**src/common/stack_cpu_pkg.sv**
```systemverilog
/* Shared ISA widths, encodings and request structs of the stack processor.
   Opcode values not listed in opcode_e are undefined and halt the core. */
package stack_cpu_pkg;

    parameter int WORD_WIDTH    = 16;
    parameter int OPCODE_WIDTH  = 5;
    parameter int OPERAND_WIDTH = 11;

    // Encodings 2 and 7 are free
    typedef enum logic [OPCODE_WIDTH-1:0] {
        PUSH   = 5'd0,
        PUSH_I = 5'd1,
        POP    = 5'd3,
        ADD    = 5'd4,
        SUB    = 5'd5,
        MUL    = 5'd6,
        AND    = 5'd8,
        NAND   = 5'd9,
        OR     = 5'd10,
        XOR    = 5'd11,
        CMP    = 5'd12,
        NOT    = 5'd13,
        GOTO   = 5'd14,
        IF_EQ  = 5'd15,
        IF_GT  = 5'd16,
        IF_LT  = 5'd17,
        IF_GE  = 5'd18,
        IF_LE  = 5'd19,
        CALL   = 5'd20,
        RET    = 5'd21
    } opcode_e;

    // Opcode sits in the upper bits of the instruction word
    typedef struct packed {
        opcode_e                  opcode;
        logic [OPERAND_WIDTH-1:0] operand;
    } instr_t;

    typedef struct packed {
        logic                  push;
        logic                  pop;
        logic [WORD_WIDTH-1:0] push_data;
    } stack_req_t;

    typedef struct packed {
        logic                     write;
        logic [OPERAND_WIDTH-1:0] adr;
        logic [WORD_WIDTH-1:0]    store_data;
    } mem_req_t;

    typedef enum logic [2:0] {
        FETCH,
        WAIT_FETCH,
        EXECUTE,
        ALU_PUSH,
        MEM_WAIT,
        HALT
    } ctrl_state_e;

endpackage

```
**src/core/hw_stack.sv**
```systemverilog
/* Register LIFO; push on full or pop on empty must be kept off by the user.
   Push and pop together overwrite the top word. */
`timescale 1ns/100ps

module hw_stack #(
    parameter int STACK_DEPTH = 32
) (
    input  logic                                 clk,
    input  logic                                 reset,
    input  stack_cpu_pkg::stack_req_t            req,
    output logic [stack_cpu_pkg::WORD_WIDTH-1:0] top,
    output logic [stack_cpu_pkg::WORD_WIDTH-1:0] second,
    output logic                                 second_valid,
    output logic                                 full,
    output logic                                 empty
);
    import stack_cpu_pkg::*;

    localparam int IDX_WIDTH = $clog2(STACK_DEPTH);

    logic [WORD_WIDTH-1:0] mem [STACK_DEPTH];
    logic [IDX_WIDTH:0]    count;
    logic [IDX_WIDTH-1:0]  top_idx;
    logic [IDX_WIDTH-1:0]  second_idx;

    assign top_idx      = IDX_WIDTH'(count - 1'b1);
    assign second_idx   = IDX_WIDTH'(count - 2'd2);
    assign top          = mem[top_idx];
    assign second       = mem[second_idx];
    assign empty        = (count == '0);
    assign full         = (count == (IDX_WIDTH + 1)'(STACK_DEPTH));
    assign second_valid = (count >= 2);

    always_ff @(posedge clk) begin
        if (reset) begin
            count <= '0;
        end else if (req.push && !req.pop) begin
            count <= count + 1'b1;
        end else if (req.pop && !req.push) begin
            count <= count - 1'b1;
        end
    end

    always_ff @(posedge clk) begin
        if (req.push && req.pop) begin
            mem[top_idx] <= req.push_data;
        end else if (req.push) begin
            mem[IDX_WIDTH'(count)] <= req.push_data;
        end
    end

endmodule

```
**src/core/stack_alu.sv**
```systemverilog
/* Combinational ALU; T is the top of stack and S the word below it.
   Non-ALU opcodes give zero. */
`timescale 1ns/100ps

module stack_alu (
    input  stack_cpu_pkg::opcode_e               opcode,
    input  logic [stack_cpu_pkg::WORD_WIDTH-1:0] top,
    input  logic [stack_cpu_pkg::WORD_WIDTH-1:0] second,
    output logic [stack_cpu_pkg::WORD_WIDTH-1:0] result
);
    import stack_cpu_pkg::*;

    always_comb begin
        case (opcode)
            ADD:  result = top + second;
            SUB:  result = top - second;
            // Low half only
            MUL:  result = top * second;
            AND:  result = top & second;
            NAND: result = ~(top & second);
            OR:   result = top | second;
            XOR:  result = top ^ second;
            CMP: begin
                if (top == second) begin
                    result = '0;
                end else if ($signed(top) > $signed(second)) begin
                    result = WORD_WIDTH'(1);
                end else begin
                    result = '1;
                end
            end
            NOT:     result = ~top;
            default: result = '0;
        endcase
    end

endmodule

```
**src/core/stack_control.sv**
```systemverilog
/* Sequencer for one instruction at a time; halts for good on stack overflow,
   underflow or an undefined opcode until the next reset. */
`timescale 1ns/100ps

module stack_control #(
    parameter int PROG_ADDR_WIDTH = 5
) (
    input  logic                                 clk,
    input  logic                                 reset,
    input  logic                                 instr_valid,
    input  stack_cpu_pkg::instr_t                instr,
    input  logic [PROG_ADDR_WIDTH-1:0]           next_pc,
    input  logic                                 mem_done,
    input  logic [stack_cpu_pkg::WORD_WIDTH-1:0] load_data,
    input  logic [stack_cpu_pkg::WORD_WIDTH-1:0] operand_top,
    input  logic                                 operand_second_valid,
    input  logic                                 operand_full,
    input  logic                                 operand_empty,
    input  logic [stack_cpu_pkg::WORD_WIDTH-1:0] return_top,
    input  logic                                 return_full,
    input  logic                                 return_empty,
    input  logic [stack_cpu_pkg::WORD_WIDTH-1:0] alu_result,
    output logic                                 fetch_start,
    output logic                                 redirect,
    output logic [PROG_ADDR_WIDTH-1:0]           redirect_target,
    output logic                                 mem_start,
    output stack_cpu_pkg::mem_req_t              mem_req,
    output stack_cpu_pkg::stack_req_t            operand_req,
    output stack_cpu_pkg::stack_req_t            return_req,
    output logic                                 halted
);
    import stack_cpu_pkg::*;

    ctrl_state_e state, next_state;

    logic                         jump;
    logic [PROG_ADDR_WIDTH-1:0]   jump_target;
    logic                         branch_taken;
    logic signed [WORD_WIDTH-1:0] branch_value;
    logic [WORD_WIDTH-1:0]        alu_q;

    assign fetch_start  = (state == FETCH);
    assign halted       = (state == HALT);
    assign branch_value = operand_top;

    // Signed test of the popped word against zero
    always_comb begin
        case (instr.opcode)
            IF_EQ:   branch_taken = (branch_value == 0);
            IF_GT:   branch_taken = (branch_value > 0);
            IF_LT:   branch_taken = (branch_value < 0);
            IF_GE:   branch_taken = (branch_value >= 0);
            IF_LE:   branch_taken = (branch_value <= 0);
            default: branch_taken = 1'b0;
        endcase
    end

    always_comb begin
        next_state  = state;
        operand_req = '0;
        return_req  = '0;
        mem_start   = 1'b0;
        mem_req     = '0;
        jump        = 1'b0;
        jump_target = PROG_ADDR_WIDTH'(instr.operand);
        case (state)
            FETCH: next_state = WAIT_FETCH;
            WAIT_FETCH: begin
                if (instr_valid) begin
                    next_state = EXECUTE;
                end
            end
            EXECUTE: begin
                next_state = FETCH;
                case (instr.opcode)
                    PUSH_I: begin
                        if (operand_full) begin
                            next_state = HALT;
                        end else begin
                            operand_req.push      = 1'b1;
                            operand_req.push_data = WORD_WIDTH'(instr.operand);
                        end
                    end
                    PUSH: begin
                        // Room is checked now, the push happens on mem_done
                        if (operand_full) begin
                            next_state = HALT;
                        end else begin
                            mem_start   = 1'b1;
                            mem_req.adr = instr.operand;
                            next_state  = MEM_WAIT;
                        end
                    end
                    POP: begin
                        if (operand_empty) begin
                            next_state = HALT;
                        end else begin
                            operand_req.pop    = 1'b1;
                            mem_start          = 1'b1;
                            mem_req.write      = 1'b1;
                            mem_req.adr        = instr.operand;
                            mem_req.store_data = operand_top;
                            next_state         = MEM_WAIT;
                        end
                    end
                    ADD, SUB, MUL, AND, NAND, OR, XOR, CMP: begin
                        if (!operand_second_valid) begin
                            next_state = HALT;
                        end else begin
                            operand_req.pop = 1'b1;
                            next_state      = ALU_PUSH;
                        end
                    end
                    NOT: begin
                        if (operand_empty) begin
                            next_state = HALT;
                        end else begin
                            operand_req.pop = 1'b1;
                            next_state      = ALU_PUSH;
                        end
                    end
                    GOTO: jump = 1'b1;
                    IF_EQ, IF_GT, IF_LT, IF_GE, IF_LE: begin
                        if (operand_empty) begin
                            next_state = HALT;
                        end else begin
                            operand_req.pop = 1'b1;
                            jump            = branch_taken;
                        end
                    end
                    CALL: begin
                        if (return_full) begin
                            next_state = HALT;
                        end else begin
                            return_req.push      = 1'b1;
                            return_req.push_data = WORD_WIDTH'(next_pc);
                            jump                 = 1'b1;
                        end
                    end
                    RET: begin
                        if (return_empty) begin
                            next_state = HALT;
                        end else begin
                            return_req.pop = 1'b1;
                            jump           = 1'b1;
                            jump_target    = return_top[PROG_ADDR_WIDTH-1:0];
                        end
                    end
                    default: next_state = HALT;
                endcase
            end
            ALU_PUSH: begin
                // Two-operand result overwrites the second word in place
                operand_req.push      = 1'b1;
                operand_req.pop       = (instr.opcode != NOT);
                operand_req.push_data = alu_q;
                next_state            = FETCH;
            end
            MEM_WAIT: begin
                if (mem_done) begin
                    operand_req.push      = (instr.opcode == PUSH);
                    operand_req.push_data = load_data;
                    next_state            = FETCH;
                end
            end
            HALT: next_state = HALT;
            default: next_state = HALT;
        endcase
    end

    always_ff @(posedge clk) begin
        if (reset) begin
            state    <= FETCH;
            redirect <= 1'b0;
        end else begin
            state <= next_state;
            if (jump) begin
                redirect <= 1'b1;
            end else if (state == FETCH) begin
                redirect <= 1'b0;
            end
        end
    end

    always_ff @(posedge clk) begin
        if (jump) begin
            redirect_target <= jump_target;
        end
        // ALU inputs change once the pop lands
        if (state == EXECUTE) begin
            alu_q <= alu_result;
        end
    end

endmodule

```
**src/logic/instr_fetch.sv**
```systemverilog
/* Wishbone classic instruction reader, one word per fetch_start.
   The program counter wraps at the top of the PROG_ADDR_WIDTH space. */
`timescale 1ns/100ps

module instr_fetch #(
    parameter int PROG_ADDR_WIDTH = 5
) (
    input  logic                                clk,
    input  logic                                reset,
    input  logic                                fetch_start,
    input  logic                                redirect,
    input  logic [PROG_ADDR_WIDTH-1:0]          redirect_target,
    input  logic [stack_cpu_pkg::WORD_WIDTH-1:0] instr_data,
    input  logic                                instr_ack,
    output logic                                instr_cyc,
    output logic                                instr_stb,
    output logic [PROG_ADDR_WIDTH-1:0]          instr_adr,
    output logic                                instr_valid,
    output stack_cpu_pkg::instr_t               instr,
    output logic [PROG_ADDR_WIDTH-1:0]          next_pc
);
    import stack_cpu_pkg::*;

    logic [PROG_ADDR_WIDTH-1:0] pc;

    assign instr_stb = instr_cyc;
    assign next_pc   = pc;

    always_ff @(posedge clk) begin
        if (reset) begin
            pc          <= '0;
            instr_adr   <= '0;
            instr_cyc   <= 1'b0;
            instr_valid <= 1'b0;
        end else begin
            instr_valid <= 1'b0;
            if (fetch_start && !instr_cyc) begin
                // Jump target replaces the sequential address
                instr_adr <= redirect ? redirect_target : pc;
                instr_cyc <= 1'b1;
            end else if (instr_cyc && instr_ack) begin
                instr_cyc   <= 1'b0;
                instr_valid <= 1'b1;
                pc          <= instr_adr + 1'b1;
            end
        end
    end

    // Fetched word stays put until the next ack
    always_ff @(posedge clk) begin
        if (instr_cyc && instr_ack) begin
            instr <= instr_t'(instr_data);
        end
    end

endmodule

```
**src/logic/data_bus_master.sv**
```systemverilog
/* Wishbone classic data master, one read or write per mem_start.
   Only the low DATA_ADDR_WIDTH bits of the request address reach the bus. */
`timescale 1ns/100ps

module data_bus_master #(
    parameter int DATA_ADDR_WIDTH = 5
) (
    input  logic                                 clk,
    input  logic                                 reset,
    input  logic                                 mem_start,
    input  stack_cpu_pkg::mem_req_t              mem_req,
    input  logic [stack_cpu_pkg::WORD_WIDTH-1:0] dmem_load_data,
    input  logic                                 dmem_ack,
    output logic                                 dmem_cyc,
    output logic                                 dmem_stb,
    output logic                                 dmem_we,
    output logic [DATA_ADDR_WIDTH-1:0]           dmem_adr,
    output logic [stack_cpu_pkg::WORD_WIDTH-1:0] dmem_store_data,
    output logic                                 mem_done,
    output logic [stack_cpu_pkg::WORD_WIDTH-1:0] load_data
);
    import stack_cpu_pkg::*;

    assign dmem_stb = dmem_cyc;

    always_ff @(posedge clk) begin
        if (reset) begin
            dmem_cyc <= 1'b0;
            dmem_we  <= 1'b0;
            mem_done <= 1'b0;
        end else begin
            mem_done <= 1'b0;
            if (mem_start && !dmem_cyc) begin
                dmem_cyc <= 1'b1;
                dmem_we  <= mem_req.write;
            end else if (dmem_cyc && dmem_ack) begin
                dmem_cyc <= 1'b0;
                dmem_we  <= 1'b0;
                mem_done <= 1'b1;
            end
        end
    end

    // Address and data held for the whole bus cycle
    always_ff @(posedge clk) begin
        if (mem_start && !dmem_cyc) begin
            dmem_adr        <= mem_req.adr[DATA_ADDR_WIDTH-1:0];
            dmem_store_data <= mem_req.store_data;
        end
        if (dmem_cyc && dmem_ack) begin
            load_data <= dmem_load_data;
        end
    end

endmodule

```
**src/logic/stack_cpu.sv**
```systemverilog
/* Stack processor top with separate Wishbone instruction and data masters.
   STACK_DEPTH sizes both the operand and the return stack. */
`timescale 1ns/100ps

module stack_cpu #(
    parameter int PROG_ADDR_WIDTH = 5,
    parameter int DATA_ADDR_WIDTH = 5,
    parameter int STACK_DEPTH     = 32
) (
    input  logic                                 clk,
    input  logic                                 reset,
    output logic                                 instr_cyc,
    output logic                                 instr_stb,
    output logic [PROG_ADDR_WIDTH-1:0]           instr_adr,
    input  logic [stack_cpu_pkg::WORD_WIDTH-1:0] instr_data,
    input  logic                                 instr_ack,
    output logic                                 dmem_cyc,
    output logic                                 dmem_stb,
    output logic                                 dmem_we,
    output logic [DATA_ADDR_WIDTH-1:0]           dmem_adr,
    output logic [stack_cpu_pkg::WORD_WIDTH-1:0] dmem_store_data,
    input  logic [stack_cpu_pkg::WORD_WIDTH-1:0] dmem_load_data,
    input  logic                                 dmem_ack,
    output logic                                 halted
);
    import stack_cpu_pkg::*;

    logic                       fetch_start, redirect, instr_valid;
    logic [PROG_ADDR_WIDTH-1:0] redirect_target, next_pc;
    instr_t                     instr;
    logic                       mem_start, mem_done;
    mem_req_t                   mem_req;
    logic [WORD_WIDTH-1:0]      load_data, alu_result;
    stack_req_t                 operand_req, return_req;
    logic [WORD_WIDTH-1:0]      operand_top, operand_second, return_top;
    logic                       operand_second_valid, operand_full, operand_empty;
    logic                       return_full, return_empty;

    // Input side
    instr_fetch #(.PROG_ADDR_WIDTH(PROG_ADDR_WIDTH)) fetch (
        .clk, .reset, .fetch_start, .redirect, .redirect_target,
        .instr_data, .instr_ack, .instr_cyc, .instr_stb, .instr_adr,
        .instr_valid, .instr, .next_pc
    );

    stack_control #(.PROG_ADDR_WIDTH(PROG_ADDR_WIDTH)) control (
        .clk, .reset, .instr_valid, .instr, .next_pc, .mem_done, .load_data,
        .operand_top, .operand_second_valid, .operand_full, .operand_empty,
        .return_top, .return_full, .return_empty, .alu_result,
        .fetch_start, .redirect, .redirect_target, .mem_start, .mem_req,
        .operand_req, .return_req, .halted
    );

    hw_stack #(.STACK_DEPTH(STACK_DEPTH)) operand_stack (
        .clk, .reset, .req(operand_req), .top(operand_top), .second(operand_second),
        .second_valid(operand_second_valid), .full(operand_full), .empty(operand_empty)
    );

    hw_stack #(.STACK_DEPTH(STACK_DEPTH)) return_stack (
        .clk, .reset, .req(return_req), .top(return_top), .second(),
        .second_valid(), .full(return_full), .empty(return_empty)
    );

    stack_alu alu (
        .opcode(instr.opcode), .top(operand_top), .second(operand_second),
        .result(alu_result)
    );

    // Output side
    data_bus_master #(.DATA_ADDR_WIDTH(DATA_ADDR_WIDTH)) data_master (
        .clk, .reset, .mem_start, .mem_req, .dmem_load_data, .dmem_ack,
        .dmem_cyc, .dmem_stb, .dmem_we, .dmem_adr, .dmem_store_data,
        .mem_done, .load_data
    );

endmodule

```
**config.mk**
```make
export PLATFORM = sky130hd
export DESIGN_NAME = stack_cpu
export DESIGN_NICKNAME = d
export VERILOG_FILES = /design/src/common/stack_cpu_pkg.sv /design/src/core/hw_stack.sv /design/src/core/stack_alu.sv /design/src/core/stack_control.sv /design/src/logic/instr_fetch.sv /design/src/logic/data_bus_master.sv /design/src/logic/stack_cpu.sv
export SDC_FILE = /design/constraint.sdc
export NUM_CORES = 2
export LEC_CHECK = 0
export ABC_AREA = 1
export BUFFER_PORTS_ARGS = -buffer_cell sky130_fd_sc_hd__buf_2
export CORE_MARGIN = 2
export CORE_UTILIZATION = 25
export CTS_BUF_LIST = sky130_fd_sc_hd__clkbuf_4 sky130_fd_sc_hd__clkbuf_8 sky130_fd_sc_hd__clkbuf_16
export DETAILED_ROUTE_END_ITERATION = 16
export PLACE_DENSITY = 0.4
export SYNTH_ARGS = -nofsm -noshare
export SYNTH_HDL_FRONTEND = slang
export SYNTH_HIERARCHICAL = 1
export SYNTH_SLANG_ARGS = --single-unit
export TNS_END_PERCENT = 50
```
**constraint.sdc**
```tcl
create_clock -name clk -period 8.45 [get_ports clk]
set_input_delay 1.69 -clock clk [delete_from_list [all_inputs] [get_ports clk]]
set_output_delay 1.69 -clock clk [all_outputs]
set_load 0.05 [all_outputs]
```
==> results.tsv <==
stage	metric	value	unit
die	initial_utilization	25.1	%
die	fp.dieW	440	um
die	fp.dieH	440	um
placed_design	dp_slack	0.255	ns
cts	htreeDepth	3	
timing	clock.fmax	125	MHz
final_layout	fin_nets	6099	
outcome	outcome	completed	
timing	maxSlewViolCount	0	
grt	use_met2	27.9	%
timing	rsz0062_at_grt	no	
timing	finalHoldViolCount	0	
routing	via_count	38900	
timing	setup_tns	0	ns
grt	antenna_found_initial	5	
setup_path	critical-path-slowest-cell	fa_1	
placed_design	gp_congestion	0.863	
final_layout	areaGrowthSynthToFinish	13.1	%
grt	grt_util_met3	2.53	%
routing	wirelength	171000	um
timing	timing.final.ws_setup	0.428	ns
grt	grt_pass1_vias	37500	
synthesis	syn-cell-area	47600	um2
cts	cts_tree	yes	
die	die_area	194000	um2
timing	max_slew_margin	19.3	%
setup_path	worst-path-max-fanout	40	
routing	drc_errors	0	
grt	grt-ovfl-total	0	
setup_path	max_stage_delay	0.55	ns
routing	wl_per_cell	20.2	um
routing	routed_via_density	4.60	
hold_path	hp-class	flop to flop	
cts	hold_buffers	0	
routing	drt_iter0_markers	3462	
grt	grt_use_total	17.5	%
final_layout	post_route_cells_drive_above_1_share	8.06	%
final_layout	multi_input_area	18800	um2
setup_path	critPathRequiredTime	8.94	ns
grt	grt.met1_usage	24.5	%
placed_design	hpwl	110000	um
flow_run	maxCapViolations	0	
placed_design	port_buffers	67	
routing	ant_nets	0	
timing	worst_slew_pin_slew	1.21	ns
synthesis	yosys_warnings	6	
final_layout	seqCellArea	23000	um2
final_layout	fillCellCount	20200	
die	rows	160	
synthesis	syn_area_per_cell	8.01	um2
synthesis	synthCells	5942	
cts	clock_latency	0.77	ns
cts	cts_inserted_buffers	98	
cts	clk_pin_slew	0.06	ns
timing	setup_viol	0	
setup_path	cp-end-kind	flop	
grt	grt_pass1_wl	251000	um
setup_path	start_kind	flop	
die	core-area	190000	um2
timing	fin_skew	0.0653	ns
timing	fin_crit	8.02	ns
setup_path	cp.arrival	8.51	ns
die	ios	68	
synthesis	synth_nets	6179	
grt	grt_start_max_net_pins	177	
routing	first_pass_iters	6	
timing	finalCritPeriodShare	94.9	%
grt	gr-max-usage-layer	met2	
cts	cts.sinks	777	
cts	cts_max_path_buffers	3	
cts	clockRootBuffer	clkbuf_16	
setup_path	path_class	flop to flop	
-- repair_timing --
action,CTS,global route
setup endpoints to repair,0,2
resized for setup,0,1
endpoints found under the hold margin,0,0
buffers inserted,0,2
-- layout by cell type (no fill, tap or decap), types with 9 or more instances in the layout --
master / n
o22ai_1: 23
clkinv_1: 25
fa_1: 82
nand4_1: 12
o21ai_0: 64
clkinv_2: 22
or2_2: 9
edfxtp_1: 746
buf_4: 104
clkbuf_4: 24
ha_1: 117
dfxtp_1: 28
inv_1: 1071
nor2_2: 50
buf_12: 19
nand3_1: 1157
o211ai_1: 13
nand2_1: 1819
clkbuf_16: 98
nor2_1: 146
a21oi_1: 73
buf_2: 67
inv_2: 21
nor3_1: 25
-- routing by layer --
metal | routed length (um) | vias to the layer above
met5 | 0 | -
met4 | 4270 | 0
met3 | 10100 | 193
met2 | 77000 | 1152
met1 | 79500 | 18900
li1 | - | 18700
-- stage by stage --
step	util [%]	cell area [um2]	hold slack [ns]	std cells
finish	28.4	53800	0.475	8457
global route	28.4	53800	0.502	8455
CTS	28.4	53800	0.477	8453
detailed placement	26.7	50600	0.469	8271
global placement	26.7	50600	0.469	8271
floorplan	-	47600	0.438	5942
-- flip-flops by register name, indices dropped and copies added, names as in the netlist, 3 cells and up --
| name | cells |
|---|---|
| data_master/dmem_store_data | 16 |
| return_stack/mem | 160 |
| control/state | 3 |
| data_master/dmem_adr | 5 |
| control/redirect_target | 5 |
| fetch/next_pc | 5 |
| fetch/instr | 16 |
| fetch/instr_adr | 5 |
| return_stack/count | 6 |
| data_master/load_data | 16 |
| control/alu_q | 16 |
| operand_stack/count | 6 |
| operand_stack/mem | 512 |
-- cell type report --
class | count | share of cell area, %
clock inverter | 57 | 0.833
timing repair buffer | 191 | 2.83
inverter | 1099 | 7.70
clock buffer | 125 | 4.97
multi-input combinational | 3695 | 35.0
antenna | 2 | 0.00930
tap | 2511 | 5.84
sequential | 777 | 42.8
-- worst paths after layout --
check | from | to | slack [ns] | cells past startpoint
min | fetch/next_pc[1] | fetch/next_pc[1] | 0.47 | 2
min reg2reg | fetch/next_pc[1] | fetch/next_pc[1] | 0.47 | 2
max | operand_stack/count[0] | control/alu_q[15] | 0.43 | 30
max reg2reg | operand_stack/count[0] | control/alu_q[15] | 0.43 | 30
-- critical path, delay by kind of cell (launching register included) --
kind,cells,cell delay (ns)
flip-flops,1,0.37
AO/OA/AOI/OAI,2,0.35
AND/OR/NAND/NOR,9,1.14
XOR/XNOR,1,0.41
adder cells (fa/ha/maj),9,4.25
buffers and inverters,9,1.13
Power is not shown: default switching activity piles up to over one toggle a cycle in this logic, so the estimate is an artifact.
